## src/design/video_pkg.sv

```systemverilog
`default_nettype none

package video_pkg;

	// Playfield held in the frame buffer
	localparam int SCREEN_W = 320;
	localparam int SCREEN_H = 240;

	typedef logic [8:0]  coord_t;  // Pixel coordinate
	typedef logic [11:0] colour_t; // 4 bits each of r, g, b

	// 640x480 horizontal timing in pixel clocks
	localparam int H_VISIBLE = 640;
	localparam int H_FRONT   = 16;
	localparam int H_SYNC    = 96;
	localparam int H_BACK    = 48;
	localparam int H_TOTAL   = H_VISIBLE + H_FRONT + H_SYNC + H_BACK; // 800

	// Vertical timing in lines
	localparam int V_VISIBLE = 480;
	localparam int V_FRONT   = 10;
	localparam int V_SYNC    = 2;
	localparam int V_BACK    = 33;
	localparam int V_TOTAL   = V_VISIBLE + V_FRONT + V_SYNC + V_BACK; // 525

	localparam int H_CNT_W = $clog2(H_TOTAL);
	localparam int V_CNT_W = $clog2(V_TOTAL);
	localparam int ADDR_W  = 17; // Covers 76800 entries

endpackage

`default_nettype wire

```

## src/design/game_pkg.sv

```systemverilog
`default_nettype none

package game_pkg;

	typedef enum logic [2:0] {
		IDLE,  // Waiting for go
		SLIDE, // Sweeping along the top
		DROP,  // Going down
		HAUL,  // Coming back up
		OVER   // Game stopped
	} hook_state_t;

	typedef logic [4:0] col_t;   // Hook column 0..31
	typedef logic [4:0] len_t;   // Hook length 0..31
	typedef logic [7:0] score_t;

	localparam int CELL = 10; // Pixels per column or length unit

	// Step dividers in clocks
	localparam int SLIDE_DIV = 64;
	localparam int DROP_DIV  = 32;
	localparam int HAUL_DIV  = 128; // Slow with the nugget on
	localparam int DIV_W     = $clog2(HAUL_DIV);

	localparam score_t GOLD_VALUE = 8'd5;

	localparam video_pkg::colour_t COL_HOOK = 12'hf00; // Red
	localparam video_pkg::colour_t COL_GOLD = 12'hff0; // Yellow
	localparam video_pkg::colour_t COL_BG   = 12'h000; // Black

endpackage

`default_nettype wire

```

## src/design/hook_ctrl.sv

```systemverilog
`timescale 1ns/10ps
`default_nettype none

module hook_ctrl (
	input  logic                  clk,
	input  logic                  rst_n,
	input  logic                  go,
	input  logic                  drop,
	input  logic                  stop,
	input  game_pkg::col_t        gold_col,
	input  game_pkg::len_t        gold_row,
	output game_pkg::col_t        hook_col,
	output game_pkg::len_t        hook_len,
	output game_pkg::hook_state_t state,
	output logic                  gold_taken,
	output game_pkg::score_t      score
);
	import game_pkg::*;

	logic [DIV_W-1:0] div;      // Shared step divider
	logic [DIV_W-1:0] div_last; // Terminal count for current state
	logic             step;     // Move the hook this clock
	logic             slide_up; // Sweeping rightwards
	len_t             len_up;
	len_t             len_dn;

	// Step period follows the state and the load
	always_comb begin
		case (state)
			SLIDE:   div_last = DIV_W'(SLIDE_DIV - 1);
			HAUL:    div_last = gold_taken ? DIV_W'(HAUL_DIV - 1) : DIV_W'(DROP_DIV - 1);
			default: div_last = DIV_W'(DROP_DIV - 1);
		endcase
	end

	assign step   = (div == div_last);
	assign len_up = hook_len + 1'b1;
	assign len_dn = hook_len - 1'b1;

	always_ff @(posedge clk or negedge rst_n) begin
		if (!rst_n) begin
			state      <= IDLE;
			div        <= '0;
			hook_col   <= '0;
			hook_len   <= '0;
			slide_up   <= 1'b1;
			gold_taken <= 1'b0;
			score      <= '0;
		end else if (stop) begin
			state <= OVER; // Wins over everything
			div   <= '0;
		end else begin
			case (state)
				IDLE: begin
					if (go) begin
						state <= SLIDE;
						div   <= '0; // Count from the go clock
					end
				end
				SLIDE: begin
					if (drop) begin
						state <= DROP; // Column frozen here
						div   <= '0;
					end else if (step) begin
						div <= '0;
						if (slide_up && hook_col == '1) begin
							slide_up <= 1'b0; // Bounce at right edge
							hook_col <= hook_col - 1'b1;
						end else if (!slide_up && hook_col == '0) begin
							slide_up <= 1'b1; // Bounce at left edge
							hook_col <= hook_col + 1'b1;
						end else begin
							hook_col <= slide_up ? hook_col + 1'b1 : hook_col - 1'b1;
						end
					end else begin
						div <= div + 1'b1;
					end
				end
				DROP: begin
					if (step) begin
						div      <= '0;
						hook_len <= len_up;
						if (hook_col == gold_col && len_up == gold_row) begin
							gold_taken <= 1'b1; // Catch
							state      <= HAUL;
						end else if (len_up == '1) begin
							state <= HAUL; // Bottom reached, empty
						end
					end else begin
						div <= div + 1'b1;
					end
				end
				HAUL: begin
					if (step) begin
						div      <= '0;
						hook_len <= len_dn;
						if (len_dn == '0) begin
							state      <= SLIDE; // Back on top
							gold_taken <= 1'b0;
							if (gold_taken)
								score <= score + GOLD_VALUE;
						end
					end else begin
						div <= div + 1'b1;
					end
				end
				OVER:    state <= OVER; // Held until reset
				default: state <= IDLE;
			endcase
		end
	end

endmodule

`default_nettype wire

```

## config.mk

```make
export PLATFORM = sky130hd
export DESIGN_NAME = hook_ctrl
export DESIGN_NICKNAME = d
export VERILOG_FILES = /design/src/design/video_pkg.sv /design/src/design/game_pkg.sv /design/src/design/hook_ctrl.sv
export SDC_FILE = /design/constraint.sdc
export NUM_CORES = 1
export LEC_CHECK = 0
export BUFFER_PORTS_ARGS = -buffer_cell sky130_fd_sc_hd__buf_2
export CORE_AREA = 2 2 72 67
export DETAILED_ROUTE_END_ITERATION = 8
export DIE_AREA = 0 0 74 69
export PLACE_DENSITY = 0.74
export SYNTH_ARGS = -nofsm -noshare
export SYNTH_HDL_FRONTEND = slang
export SYNTH_SLANG_ARGS = --single-unit
```

## constraint.sdc

```tcl
create_clock -name clk -period 2.3 [get_ports clk]
set_input_delay 0.23 -clock clk [delete_from_list [all_inputs] [get_ports clk]]
set_output_delay 0.23 -clock clk [all_outputs]
set_load 0.02 [all_outputs]
```

==> run_results.csv <==
group,metric,value,unit
status,run_status,"finished, violations left",
status,violations,"hold timing",
synth,syn-instance-count,229,
grt,grt_pass1_vias,1648,
timing,timing.hold.ws,-0.01982,ns
synth,synth_area_leader_cell,"sky130_fd_sc_hd__dfrtp_1",
setup_path,startpoint_type,"flop",
min_path,min-delay-path-class,"input port to async pin",
clock_tree,cts.clk_slew.worst_paths,0.06,ns
synth,synth_cell_type_count,56,
synth,synth_top_family_by_area,"simple AND/OR/NAND/NOR gates",
final_layout,area_delta_synth_final,16.83,%
clock_tree,post_cts.repair.setup_buffers,0,
timing,finalHoldViolations,29,
timing,final.period_utilization,0.9392,
timing,rsz0062_at_grt,"false",
clock_tree,cts_num_sinks,30,
place,place.detailed.hpwl,3.262,mm
power_and_ir_drop,total_leakage_power,1.114,nW
synth,synth_adder_area_share,0.05260,
power_and_ir_drop,power_density,401.4,nW/um2
route,wl_met3,192,um
route,route.detailed.drc,0,
clock_tree,ctsHoldBuffers,0,
timing,report.final.setup_viol,0,
grt,global_route_wire_length_before_repair,7.493,mm
floorplan,fp.coreArea,4345,um2
clock_tree,clock-root-buffer,"sky130_fd_sc_hd__clkbuf_8",
floorplan,initial_utilization,0.4927,
setup_path,worst_ep_arrival_time,2.32,ns
setup_path,cp_cell_sequence,"inv_1 > ha_1 > nor2b_1 > a32oi_1 > or3b_1 > or3_4 > mux2_4",
clock_tree,cts-resized-gates,0,
timing,final_worst_clock_skew,0.004896,ns
clock_tree,cts_max_level,2,
final_layout,post_route_cells_drive_above_1_share,0.2620,
clock_tree,number_of_cts_inserted_buffers,5,
synth,synth.area.mux_share,0.02104,
floorplan,row_count,23,
route,drt_wl_cell,13.03,um
route,detailed_route_vias_per_instance,5.426,
setup_path,critical_path.max_fanout,3,
final_layout,layout.nets,294,
synth,synth.avg_cell_area,9.348,um2
timing,timing.slew.headroom,0.5619,
synth,synth-edff-count,0,
synth,mappedNetlistNets,253,
route,met2WireLength,1.956,mm
grt,grt_overflow_total,0,
synth,ys_ff_latch,30,
synth,synth_compound_area_frac,0.1730,
setup_path,data_required_time_at_the_worst_endpoint,2.46,ns
route,drt-total-wl,4.338,mm
flow_run,max-cap-violations,0,
setup_path,critical-path-max-stage-delay,0.41,ns
synth,synth_area,2141,um2
synth,synth_xor_xnor_area_share,0.1105,
route,num_vias,1807,
setup_path,crit_path_top_delay_cell,"sky130_fd_sc_hd__or3_4",
route,wl_met1,2.134,mm
timing,max_slew_violation_count,0,
timing,tns,0,ns
place,gp_congestion,0.8279,
route,drtAntennaViolNets,0,
floorplan,io_pins,37,
synth,ys_async_rst_share,1.000,
floorplan,die_width,74,um
clock_tree,cts-root-to-sink-buffers,2,
grt,grt_usage,0.1867,
timing,post-route-min-period,2.160,ns
final_layout,n_antenna_cell,0,
grt,grt_start_max_net_pins,31,
synth,synth_sequential_area_ratio,0.3513,
route,drtPass1Iterations,4,
synth,yosys.area.top_type_share,0.3390,
synth,synth-simple-area-share,0.2396,
route,top_layer,"met4",
synth,yosysWarnings,0,
setup_path,cp-end-kind,"flop",
grt,antenna_violations_before_repair,0,
power_and_ir_drop,worst_vdd_ir,0.3089,mV
clock_tree,clk-insertion-delay-late,0.28,ns
final_layout,filler_cell_count,383,
synth,synth_area_leaders,"sky130_fd_sc_hd__dfrtp_1 (34%), sky130_fd_sc_hd__xnor2_1 (5.7%), sky130_fd_sc_hd__xor2_1 (5.3%)",
floorplan,design.die.area,5106,um2
timing,worst_slew_pin_slew,0.6571,ns
clock_tree,cts_tree,"built",
floorplan,die_height,69,um
place,count_of_input_and_output_buffers,36,
timing,maxClockFrequency,462.9,MHz
setup_path,criticalPathCategory,"flop to flop",
route,first_iter_violations,73,
synth,primary_flip_flop_cell_chosen_by_synthesis_mapping,"sky130_fd_sc_hd__dfrtp_1",
stage by stage:
step                instance area (um2)  setup slack (ns)  power, mW  utilization  instances
CTS                                2500            0.1354      1.025       0.5753        333
floorplan                          2142           0.01416     0.5533            -        229
global placement                   2409            0.2021     0.5823       0.5543        325
finish                             2501            0.1397      1.004       0.5756        333
detailed placement                 2409            0.1505     0.5826       0.5543        325
global route                       2501           0.02117      1.049       0.5756        333
layout by cell type, fill, tap and decap left out, types with 8 or more instances in the layout:
cell type                 synthesis  layout
sky130_fd_sc_hd__dfrtp_1         29      27
sky130_fd_sc_hd__nand3_1         10      10
sky130_fd_sc_hd__xnor2_1         14      14
sky130_fd_sc_hd__nor2_1          13      13
sky130_fd_sc_hd__nor3_1          12      12
sky130_fd_sc_hd__inv_1           12      12
sky130_fd_sc_hd__o21ai_0          8       8
sky130_fd_sc_hd__buf_2            4      36
sky130_fd_sc_hd__ha_1             9       9
sky130_fd_sc_hd__nand2_1         16      16
sky130_fd_sc_hd__xor2_1          13      13
sky130_fd_sc_hd__buf_4            2      10
layer usage:
metal  up-vias  GRT usage
met5         -          0
li1        911          -
met3         4    0.05263
met1       845     0.2662
met4         0    0.06061
met2        47     0.2708
flip-flops by register name (all words and copies together) (netlist names):
| signal | cells |
|---|---|
| hook_col | 5 |
| state | 3 |
| slide_up | 1 |
| gold_taken | 1 |
| score | 8 |
| hook_len | 5 |
| div | 7 |
area by class of cell:
cell class,count,area [um2],area share
repair buffers,46,255.2,0.1021
well taps,62,77.57,0.03102
clock buffers,7,86.33,0.03452
inverters,12,45.04,0.01801
flip-flops and latches,30,754.5,0.3017
clock inverters,1,5.005,0.002001
multi-input cells,175,1277,0.5108
cells by family after synthesis:
group / count (synthesis)
buffers and inverters: 24
xor gates and xnor gates: 27
adders and majority gates: 9
muxes: 4
AOI/OAI and AO/OA: 47
DFF: 30
and+or+nand+nor: 88
critical path: cells and delay by family (launching register included):
family / cells / cell delay, ns
muxes: 1 / 0.30
and+or+nand+nor: 3 / 0.98
AOI/OAI and AO/OA: 1 / 0.07
DFF: 1 / 0.40
buffers and inverters: 1 / 0.10
adders and majority gates: 1 / 0.20
Yosys cell counts, drive strengths merged (6+ instances only):
| cell | instances |
|---|---|
| nand3 | 10 |
| nor4 | 6 |
| nand2 | 17 |
| dfrtp | 29 |
| buf | 7 |
| nor3 | 12 |
| ha | 9 |
| a21oi | 6 |
| xnor2 | 14 |
| o21ai | 8 |
| xor2 | 13 |
| nor2 | 13 |
| inv | 12 |
power breakdown:
| group | internal, mW | switching [mW] | total, mW |
|---|---|---|---|
| Combinational | 0.0181 | 0.0254 | 0.0436 |
| Clock | 0.241 | 0.192 | 0.433 |
| Sequential | 0.528 | 0.000000000750 | 0.528 |
| Total | 0.787 | 0.217 | 1.00 |
path summary, 6_finish.rpt:
kind | from | endpoint | slack, ns | depth (start not counted)
worst max register to register | hook_len[0] | score[1] | 0.14 | 7
worst max-delay path | hook_len[0] | score[1] | 0.14 | 7
worst min-delay path | rst_n | hook_len[2] | -0.02 | 1
max in group asynchronous | rst_n | hook_col[0] | 1.86 | 1
min in group clk | stop | state[1] | 0.20 | 2
worst min register to register | score[7] | score[7] | 0.46 | 1
Note: power is estimated with default switching activity, not from simulation.
