--- config.mk ---
export PLATFORM = sky130hd
export DESIGN_NAME = view_flat
export DESIGN_NICKNAME = d
export VERILOG_FILES = /design/src/design/video_pkg.sv /design/src/design/game_pkg.sv /design/src/design/pixel_wr_if.sv /design/src/design/view.sv /design/src/flat_wrapper.sv
export SDC_FILE = /design/constraint.sdc
export NUM_CORES = 1
export LEC_CHECK = 0
export BUFFER_PORTS_ARGS = -buffer_cell sky130_fd_sc_hd__buf_2
export CORE_MARGIN = 3
export CORE_UTILIZATION = 30
export CTS_BUF_LIST = sky130_fd_sc_hd__clkbuf_8
export DETAILED_ROUTE_END_ITERATION = 10
export PLACE_DENSITY_LB_ADDON = 0.08
export SLEW_MARGIN = 20
export SYNTH_ARGS = -nofsm -noshare
export SYNTH_HDL_FRONTEND = slang
export SYNTH_SLANG_ARGS = --single-unit
--- constraint.sdc ---
create_clock -name clk -period 2.75 [get_ports clk]
set_input_delay 0.4125 -clock clk [delete_from_list [all_inputs] [get_ports clk]]
set_output_delay 0.4125 -clock clk [all_outputs]
set_load 0.02 [all_outputs]
--- src/design/video_pkg.sv ---
`default_nettype none

package video_pkg;

	// Playfield held in the frame buffer
	localparam int SCREEN_W = 320;
	localparam int SCREEN_H = 240;

	typedef logic [8:0]  coord_t;  // Pixel coordinate
	typedef logic [11:0] colour_t; // 4 bits each of r, g, b

	// 640x480 horizontal timing in pixel clocks
	localparam int H_VISIBLE = 640;
	localparam int H_FRONT   = 16;
	localparam int H_SYNC    = 96;
	localparam int H_BACK    = 48;
	localparam int H_TOTAL   = H_VISIBLE + H_FRONT + H_SYNC + H_BACK; // 800

	// Vertical timing in lines
	localparam int V_VISIBLE = 480;
	localparam int V_FRONT   = 10;
	localparam int V_SYNC    = 2;
	localparam int V_BACK    = 33;
	localparam int V_TOTAL   = V_VISIBLE + V_FRONT + V_SYNC + V_BACK; // 525

	localparam int H_CNT_W = $clog2(H_TOTAL);
	localparam int V_CNT_W = $clog2(V_TOTAL);
	localparam int ADDR_W  = 17; // Covers 76800 entries

endpackage

`default_nettype wire

--- src/design/game_pkg.sv ---
`default_nettype none

package game_pkg;

	typedef enum logic [2:0] {
		IDLE,  // Waiting for go
		SLIDE, // Sweeping along the top
		DROP,  // Going down
		HAUL,  // Coming back up
		OVER   // Game stopped
	} hook_state_t;

	typedef logic [4:0] col_t;   // Hook column 0..31
	typedef logic [4:0] len_t;   // Hook length 0..31
	typedef logic [7:0] score_t;

	localparam int CELL = 10; // Pixels per column or length unit

	// Step dividers in clocks
	localparam int SLIDE_DIV = 64;
	localparam int DROP_DIV  = 32;
	localparam int HAUL_DIV  = 128; // Slow with the nugget on
	localparam int DIV_W     = $clog2(HAUL_DIV);

	localparam score_t GOLD_VALUE = 8'd5;

	localparam video_pkg::colour_t COL_HOOK = 12'hf00; // Red
	localparam video_pkg::colour_t COL_GOLD = 12'hff0; // Yellow
	localparam video_pkg::colour_t COL_BG   = 12'h000; // Black

endpackage

`default_nettype wire

--- src/design/pixel_wr_if.sv ---
`timescale 1ns/10ps
`default_nettype none

interface pixel_wr_if;
	import video_pkg::*;

	coord_t  x;      // Playfield column
	coord_t  y;      // Playfield row
	colour_t colour;
	logic    plot;   // Write strobe, one pixel per clock

	// Renderer side
	modport source (output x, output y, output colour, output plot);
	// Frame buffer side
	modport sink (input x, input y, input colour, input plot);

endinterface

`default_nettype wire

--- src/design/view.sv ---
`timescale 1ns/10ps
`default_nettype none

module view (
	input  logic              clk,
	input  logic              rst_n,
	input  game_pkg::col_t    hook_col,
	input  game_pkg::len_t    hook_len,
	input  game_pkg::col_t    gold_col,
	input  game_pkg::len_t    gold_row,
	input  logic              gold_taken,
	pixel_wr_if.source        pix
);
	import video_pkg::*;
	import game_pkg::*;

	coord_t  scan_x;  // Raster position
	coord_t  scan_y;
	coord_t  hook_x;  // Hook line column
	coord_t  tip_y;   // Lowest hook row
	coord_t  blk_x;   // Nugget block corner
	coord_t  blk_y;
	logic    on_hook;
	logic    on_gold;
	colour_t colour;

	assign hook_x = coord_t'(hook_col * CELL);
	assign tip_y  = coord_t'(hook_len * CELL);

	// Nugget rides on the hook tip once taken
	assign blk_x = gold_taken ? hook_x : coord_t'(gold_col * CELL);
	assign blk_y = gold_taken ? tip_y : coord_t'(gold_row * CELL);

	assign on_hook = (scan_x == hook_x) && (scan_y <= tip_y);
	assign on_gold = (scan_x >= blk_x) && (scan_x < blk_x + CELL) &&
	                 (scan_y >= blk_y) && (scan_y < blk_y + CELL);

	always_comb begin
		if (on_gold)
			colour = COL_GOLD; // Nugget drawn over the line
		else if (on_hook)
			colour = COL_HOOK;
		else
			colour = COL_BG;
	end

	// Raster scan, never pauses
	always_ff @(posedge clk or negedge rst_n) begin
		if (!rst_n) begin
			scan_x   <= '0;
			scan_y   <= '0;
			pix.plot <= 1'b0;
		end else begin
			pix.plot <= 1'b1; // Write every clock
			if (scan_x == coord_t'(SCREEN_W - 1)) begin
				scan_x <= '0;
				if (scan_y == coord_t'(SCREEN_H - 1))
					scan_y <= '0; // Frame done
				else
					scan_y <= scan_y + 1'b1;
			end else begin
				scan_x <= scan_x + 1'b1;
			end
		end
	end

	// Pixel payload, follows the counters by one clock
	always_ff @(posedge clk) begin
		pix.x      <= scan_x;
		pix.y      <= scan_y;
		pix.colour <= colour;
	end

endmodule

`default_nettype wire

--- src/flat_wrapper.sv ---
// flat-port wrapper written by rule: the top's interface ports become plain ports
module view_flat import video_pkg::*; import game_pkg::*;
  (clk, rst_n, hook_col, hook_len, gold_col, gold_row, gold_taken, pix_x, pix_y, pix_colour, pix_plot);
  pixel_wr_if pix_i ();
  input  logic clk;
  input  logic rst_n;
  input  game_pkg::col_t hook_col;
  input  game_pkg::len_t hook_len;
  input  game_pkg::col_t gold_col;
  input  game_pkg::len_t gold_row;
  input  logic gold_taken;
  output wire logic [$bits(pix_i.x)-1:0] pix_x;
  output wire logic [$bits(pix_i.y)-1:0] pix_y;
  output wire logic [$bits(pix_i.colour)-1:0] pix_colour;
  output wire logic [$bits(pix_i.plot)-1:0] pix_plot;
  assign pix_x = pix_i.x;
  assign pix_y = pix_i.y;
  assign pix_colour = pix_i.colour;
  assign pix_plot = pix_i.plot;
  view u_core (.clk(clk), .rst_n(rst_n), .hook_col(hook_col), .hook_len(hook_len), .gold_col(gold_col), .gold_row(gold_row), .gold_taken(gold_taken), .pix(pix_i));
endmodule
==> metrics, run 1 <==
run status finished clean; WP depth 15; Post-Synth Simple-Gate Area 12.7%; Worst R2R Path Depth 6; residual DRC count 0; Hold Fails Final Rpt 0; Slew Viols, Final 0; first-pass GRT wire length 12,700 microns; post-synthesis cell count 333; Iteration-0 DRC Markers 47; Pwr per Cell Area 388 nW/um^2; Place WS -0.352 ns; final worst slack 0.0147 ns; initial antenna violation count 0; final WL 7660 microns; CP top delay family adder cells; Ys Warns 0; largest net degree at the start of global routing 20; Synth top cells by count ha_1, dfxtp_1, dfrtp_1, xnor2_1, o21ai_0; worst-path cell chain buf_8 -> ha_4 -> ha_4 -> fa_2 -> xnor2_2 -> nor2_1 -> a21oi_2 -> nor3_2 -> xor2_1 -> ha_1 -> a21oi_2 -> nand3_1 -> o21ai_1 -> o211ai_1 -> o22ai_1; layout cell share with drive strength beyond 1 33.2%; Post-synth EDFFs 0; DP Area 4070 sq um; GRT Overall Usage 13.2%; antenna-violating nets left 0; Min Clock Period, post-route 2.74 ns; area of the multi-input gates 2470 sq um; total number of vias 2,639; met3 usage 2.21%; critical path's largest stage delay 0.41 ns; ys flop type dfxtp_1; top-count cell post-synth ha_1; DP HPWL 6330 microns; met2 usage 23.1%; Clock H-tree levels 2; Final Cell Area 4310 sq um; FF+latch count, synth 39; proportion of synthesized area in mux cells 4.33%; cell count after placement 552; Slew headroom 50.1%; Hold Crit Class in -> async; crit path from gold_col[3]; CTS tree built; Synth Cell Area 3270 sq um; launching point of the worst reg2reg path u_core.scan_x[0]; DR pass1 iterations 4; routed len/inst 13.6 microns; maximum vdd drop 0.206 mV; clock buffer depth 2; # diodes 0; IO Pins 54; gr ovfl total 0; Mean Syn Cell Area 9.81 sq um; # rows 37; total of max-cap violations 0; arrival time worst endpoint 2.96 ns; Root Driver clkbuf_8; Die H 110 microns; clock slew at reported path FFs 0.08 ns; clk_lat worst skew 0.29 ns; final cell count without fillers 564; post-synth cell types 46; Worst Tran Pin Value 0.742 ns; crit path capture u_core.pix.colour[10]; Starting Density 31.2%; Crit Path Class in -> reg; Max FO, Critical Path 4; WP buf/inv 1; sequential fraction of the synthesis area 26.8%; vias in the first global route 2,656; total core area 10,500 sq um; r2r setup slk 0.63 ns; Fillers 1,066; ranking of synthesized cells by area ha_1, dfrtp_1, dfxtp_1; Post-synth ARST share 48.7%; CTS Buf Count 5; final worst path period share 99.5%; WP data required 2.97 ns; DR vias/cell 4.68; Die Area 12,200 sq um; Startpoint Class primary input; Hold Buf Count CTS 0; FF-to-FF End u_core.scan_y[4]; Synth Area in Compound Gates 13.9%; GRT busiest layer met2; crit path capture type flip-flop; Max Clock Freq 366 MHz; area grow syn2layout 31.9%; Final setup viols 0; Synth Area in Adders 28.5%; Worst path slowest cell fa_2; met1 usage 17.4%; port bufs 49; largest family of logic cells by synthesized area adder cells; RSZ-0062 raised after global routing yes; global placer's final weighted congestion 0.753; register area 876 sq um; most area-hungry cell type in the Yosys netlist ha_1; Pleak 2.12 nW; CTS sink count 39; DIE WIDTH 110 microns; top cell type's share of synthesized area 26.0%; Final Skew 0.00621 ns; final net count 522; Synth Area in XOR/XNOR 9.00%
## what timing repair did
item | 4_1_cts | 5_1_grt
endpoints found under the setup margin | 2 | 2
pin swaps | 4 | 15
cloned | 0 | 0
buffers inserted | 2 | 2
resized for setup | 2 | 13
## routing by layer
layer	up-vias	share of wire (%)
li1	1385	-
met1	1218	48
met2	32	49
met3	4	2.8
met4	0	0.48
met5	-	0
## through the flow
step | utilization (%) | hold slack (ns) | power [W] | TNS (ns)
CTS | 40.3 | 0.0759 | 0.00168 | 0
finish | 41.2 | 0.0589 | 0.00167 | 0
global placement | 38.9 | 0.393 | 0.00117 | -0.548
global route | 41.2 | 0.0893 | 0.00179 | -0.170
detailed placement | 38.9 | 0.398 | 0.00118 | -0.668
floorplan | - | 0.117 | 0.000964 | -0.0516
## registers in the layout (all words and copies together), names as in the netlist
signal             count
u_core.pix.x           9
u_core.pix.y           9
u_core.scan_x          9
u_core.scan_y          9
u_core.pix.colour      2
u_core.pix.plot        1
## worst reg2reg max path: stages, from the launching register on
cell	delay (ns)
dfrtp_1	0.47
ha_1	0.28
nand3_4	0.12
nor4_4	0.57
nand2_2	0.15
or4_1	0.41
nand2_1	0.06
## kinds of logic after synthesis
| family | count (synthesis) |
|---|---|
| DFF | 39 |
| AOI/OAI and AO/OA | 70 |
| other | 2 |
| muxes | 14 |
| and+or+nand+nor | 76 |
| adders and majority gates | 72 |
| xor gates and xnor gates | 32 |
| buffers and inverters | 28 |
## power by group
group | internal [W] | leakage, nW | total [W] | switching [W]
Combinational | 0.000328 | 1.65 | 0.000622 | 0.000294
Clock | 0.000270 | 0.0581 | 0.000479 | 0.000209
Sequential | 0.000569 | 0.411 | 0.000570 | 0.000000452
Total | 0.00117 | 2.12 | 0.00167 | 0.000504
## final cells by class
type / instances / area share [%]
multi-input combinational: 269 / 57.3
clock buffer: 5 / 1.60
sequential: 39 / 20.3
inverter: 14 / 1.22
clock inverter: 3 / 1.02
tap: 136 / 3.95
timing repair buffer: 98 / 14.6
## worst min-delay path by stage
stage / startpoint / to / slack, ns
floorplan: rst_n / u_core.pix.plot / 0.12
global placement: rst_n / u_core.scan_y[0] / 0.39
detailed placement: rst_n / u_core.scan_y[0] / 0.40
CTS: rst_n / u_core.scan_y[0] / 0.08
global route: rst_n / u_core.scan_y[0] / 0.09
finish: rst_n / u_core.scan_y[0] / 0.06
## cell usage in the layout (no fill, tap or decap), types with 3 or more instances in the layout
master	instances
ha_1	55
buf_4	49
buf_2	47
dfxtp_1	20
dfrtp_1	19
xnor2_1	18
nor2_1	16
nand2_1	15
o21ai_0	15
inv_1	14
a21o_1	11
xor2_1	11
mux2i_1	11
nand3_1	10
ha_4	9
a21oi_1	8
nor2b_1	6
a21oi_2	6
nand2b_1	5
o211ai_1	5
nand4_1	5
conb_1	5
clkbuf_8	5
a31oi_1	4
o21a_1	4
o31ai_1	4
fa_2	4
ha_2	4
nor3b_1	3
Note: power is estimated with default switching activity, not from simulation.
==> inputs of run 2 (changes only) <==
- CORE_UTILIZATION: 30 -> 59
==> run 2 against run 1 <==
  * Fmax up 1.0%
  * Final area is 1.6% lower
  * Clock-buffer cell count did not move
  * Die area fell by 47%
  * Critical path type unchanged
  * Largest power group unchanged
==> metrics, run 2 (same netlist as run 1, synthesis figures left out) <==
# rows 26 (-30%); area grow syn2layout 29.9%; Min Clock Period, post-route 2.71 ns (-0.0279 ns); total of max-cap violations 0 (unchanged); Die Area 6470 sq um (-47%); maximum vdd drop 0.406 mV (+97%); most common cell after layout, fill and taps aside ha_1; IO Pins 54 (unchanged); final worst path period share 98.5% (-1.0 points); Crit Path Class in -> reg; CP top delay family compound AO/OA/AOI/OAI gates; final net count 516 (-1.1%); port bufs 49 (unchanged); Root Driver clkbuf_8; register area 876 sq um (unchanged); Max FO, Critical Path 2 (-2); Worst Tran Pin Value 0.710 ns (-0.0325 ns); DP Area 3950 sq um (-3.0%); clock slew at reported path FFs 0.08 ns (about the same); Hold Buf Count CTS 0 (unchanged); residual DRC count 0 (unchanged); Pwr per Cell Area 419 nW/um^2 (+8.1%); WP data required 2.97 ns (about the same); GRT Overall Usage 25.7% (+13 points); Slew Viols, Final 0 (unchanged); Final Cell Area 4240 sq um (-1.6%); largest net degree at the start of global routing 20 (unchanged); Final setup viols 0 (unchanged); Iteration-0 DRC Markers 104 (+120%); Final Skew 0.00453 ns (-0.00168 ns); # diodes 0 (unchanged); Hold Fails Final Rpt 0 (unchanged); WP depth 13 (-2); Worst path slowest cell ha_1; CTS sink count 39 (unchanged); Max Clock Freq 369 MHz (+1.0%); worst-path cell chain buf_4 -> ha_4 -> ha_1 -> a21o_1 -> a21oi_2 -> xor2_1 -> mux2_4 -> xor2_1 -> ha_1 -> a22o_1 -> nor4_2 -> o211ai_1 -> o22ai_1; total core area 5240 sq um (-50%); final core occ 81.0% (+40 points); Pleak 2.11 nW (-0.28%); gr ovfl total 0 (unchanged); area of the multi-input gates 2510 sq um (+1.6%); vias in the first global route 2,780 (+4.7%); DR pass1 iterations 6 (+2); Worst R2R Path Depth 6 (unchanged); crit path capture type flip-flop; Die H 80.4 microns (-27%); first-pass GRT wire length 12,900 microns (+1.6%); antenna-violating nets left 0 (unchanged); global placer's final weighted congestion 0.824 (+9.3%); DP HPWL 5920 microns (-6.5%); clock buffer depth 2 (unchanged); final WL 7760 microns (+1.3%); run status finished clean; CTS tree built; total number of vias 2,723 (+3.2%); DIE WIDTH 80.4 microns (-27%); Clock H-tree levels 2 (unchanged); layout cell share with drive strength beyond 1 32.2% (-0.95 points); Starting Density 62.4% (+31 points); clk_lat worst skew 0.29 ns (about the same); Startpoint Class primary input; RSZ-0062 raised after global routing yes; Fillers 328 (-69%); most frequent cells in the layout ha_1, buf_2, buf_4, dfxtp_1, dfrtp_1; Slew headroom 52.2% (+2.2 points); routed len/inst 15.8 microns (+16%); initial antenna violation count 0 (unchanged); WP buf/inv 1 (unchanged); critical path's largest stage delay 0.30 ns (-0.11 ns); Hold Crit Class in -> async; DR vias/cell 5.53 (+18%); arrival time worst endpoint 2.93 ns (-0.03 ns); CTS Buf Count 5 (unchanged)
-- run 2: final cells by class --
type | instances | area share, %
clock inverter | 3 | 1.50
sequential | 39 | 20.6
timing repair buffer | 92 | 13.8
tap | 70 | 2.06
inverter | 14 | 1.24
multi-input combinational | 269 | 59.1
clock buffer | 5 | 1.62
-- run 2: metal layers --
metal | share of wire [%] | routed length [microns] | GRT usage [%] | vias to the layer above
li1 | - | - | - | 1376
met4 | 1.4 | 109 | 6.93 | 0
met1 | 42 | 3270 | 30.2 | 1293
met2 | 54 | 4180 | 48.3 | 42
met5 | 0 | 0 | 0 | -
met3 | 2.6 | 205 | 3.70 | 12
-- run 2: power by group --
| part | internal [W] | switching [W] |
|---|---|---|
| clock | 0.000359 | 0.000203 |
| combinational | 0.000337 | 0.000309 |
| sequential | 0.000569 | 0.000000539 |
| total | 0.00127 | 0.000512 |
-- run 2: repair_timing --
item                                    in CTS  in global routing
endpoints found under the setup margin       1                  2
endpoints found under the hold margin        0                  0
resized for setup                            2                 19
pin swaps                                    5                 18
buffers inserted                             0                  3
-- run 2: path summary, 6_finish.rpt --
check	slack (ns)	to	from
worst min register to register	0.47	u_core.pix.y[1]	u_core.scan_y[1]
worst max-delay path	0.04	u_core.pix.colour[10]	gold_row[4]
worst min-delay path	0.04	u_core.scan_y[2]	rst_n
min in group clk	0.47	u_core.pix.y[1]	u_core.scan_y[1]
max in group asynchronous	2.41	u_core.scan_x[6]	rst_n
worst max register to register	0.59	u_core.scan_y[4]	u_core.scan_x[0]
-- run 2: metrics by stage --
| stage | power [W] | worst slack, ns | setup TNS, ns | hold slack (ns) | cells |
|---|---|---|---|---|---|
| 6_report | 0.00178 | 0.0426 | 0 | 0.0431 | 492 |
| 5_1_grt | 0.00188 | -0.139 | -0.182 | 0.0614 | 492 |
| 4_1_cts | 0.00173 | 0.00906 | 0 | 0.0513 | 489 |
| 3_5_place_dp | 0.00116 | -0.332 | -0.620 | 0.374 | 481 |
| 3_3_place_gp | 0.00114 | -0.219 | -0.410 | 0.367 | 481 |
| 2_1_floorplan | 0.000964 | -0.0516 | -0.0516 | 0.117 | 336 |
-- run 2: worst register-to-register path: stages, from the launching register on --
cell and delay, ns:
dfrtp_1 0.49, ha_1 0.29, nand3_4 0.12, nor4_4 0.53, nand2_2 0.16, or4_1 0.42
nand2_1 0.09
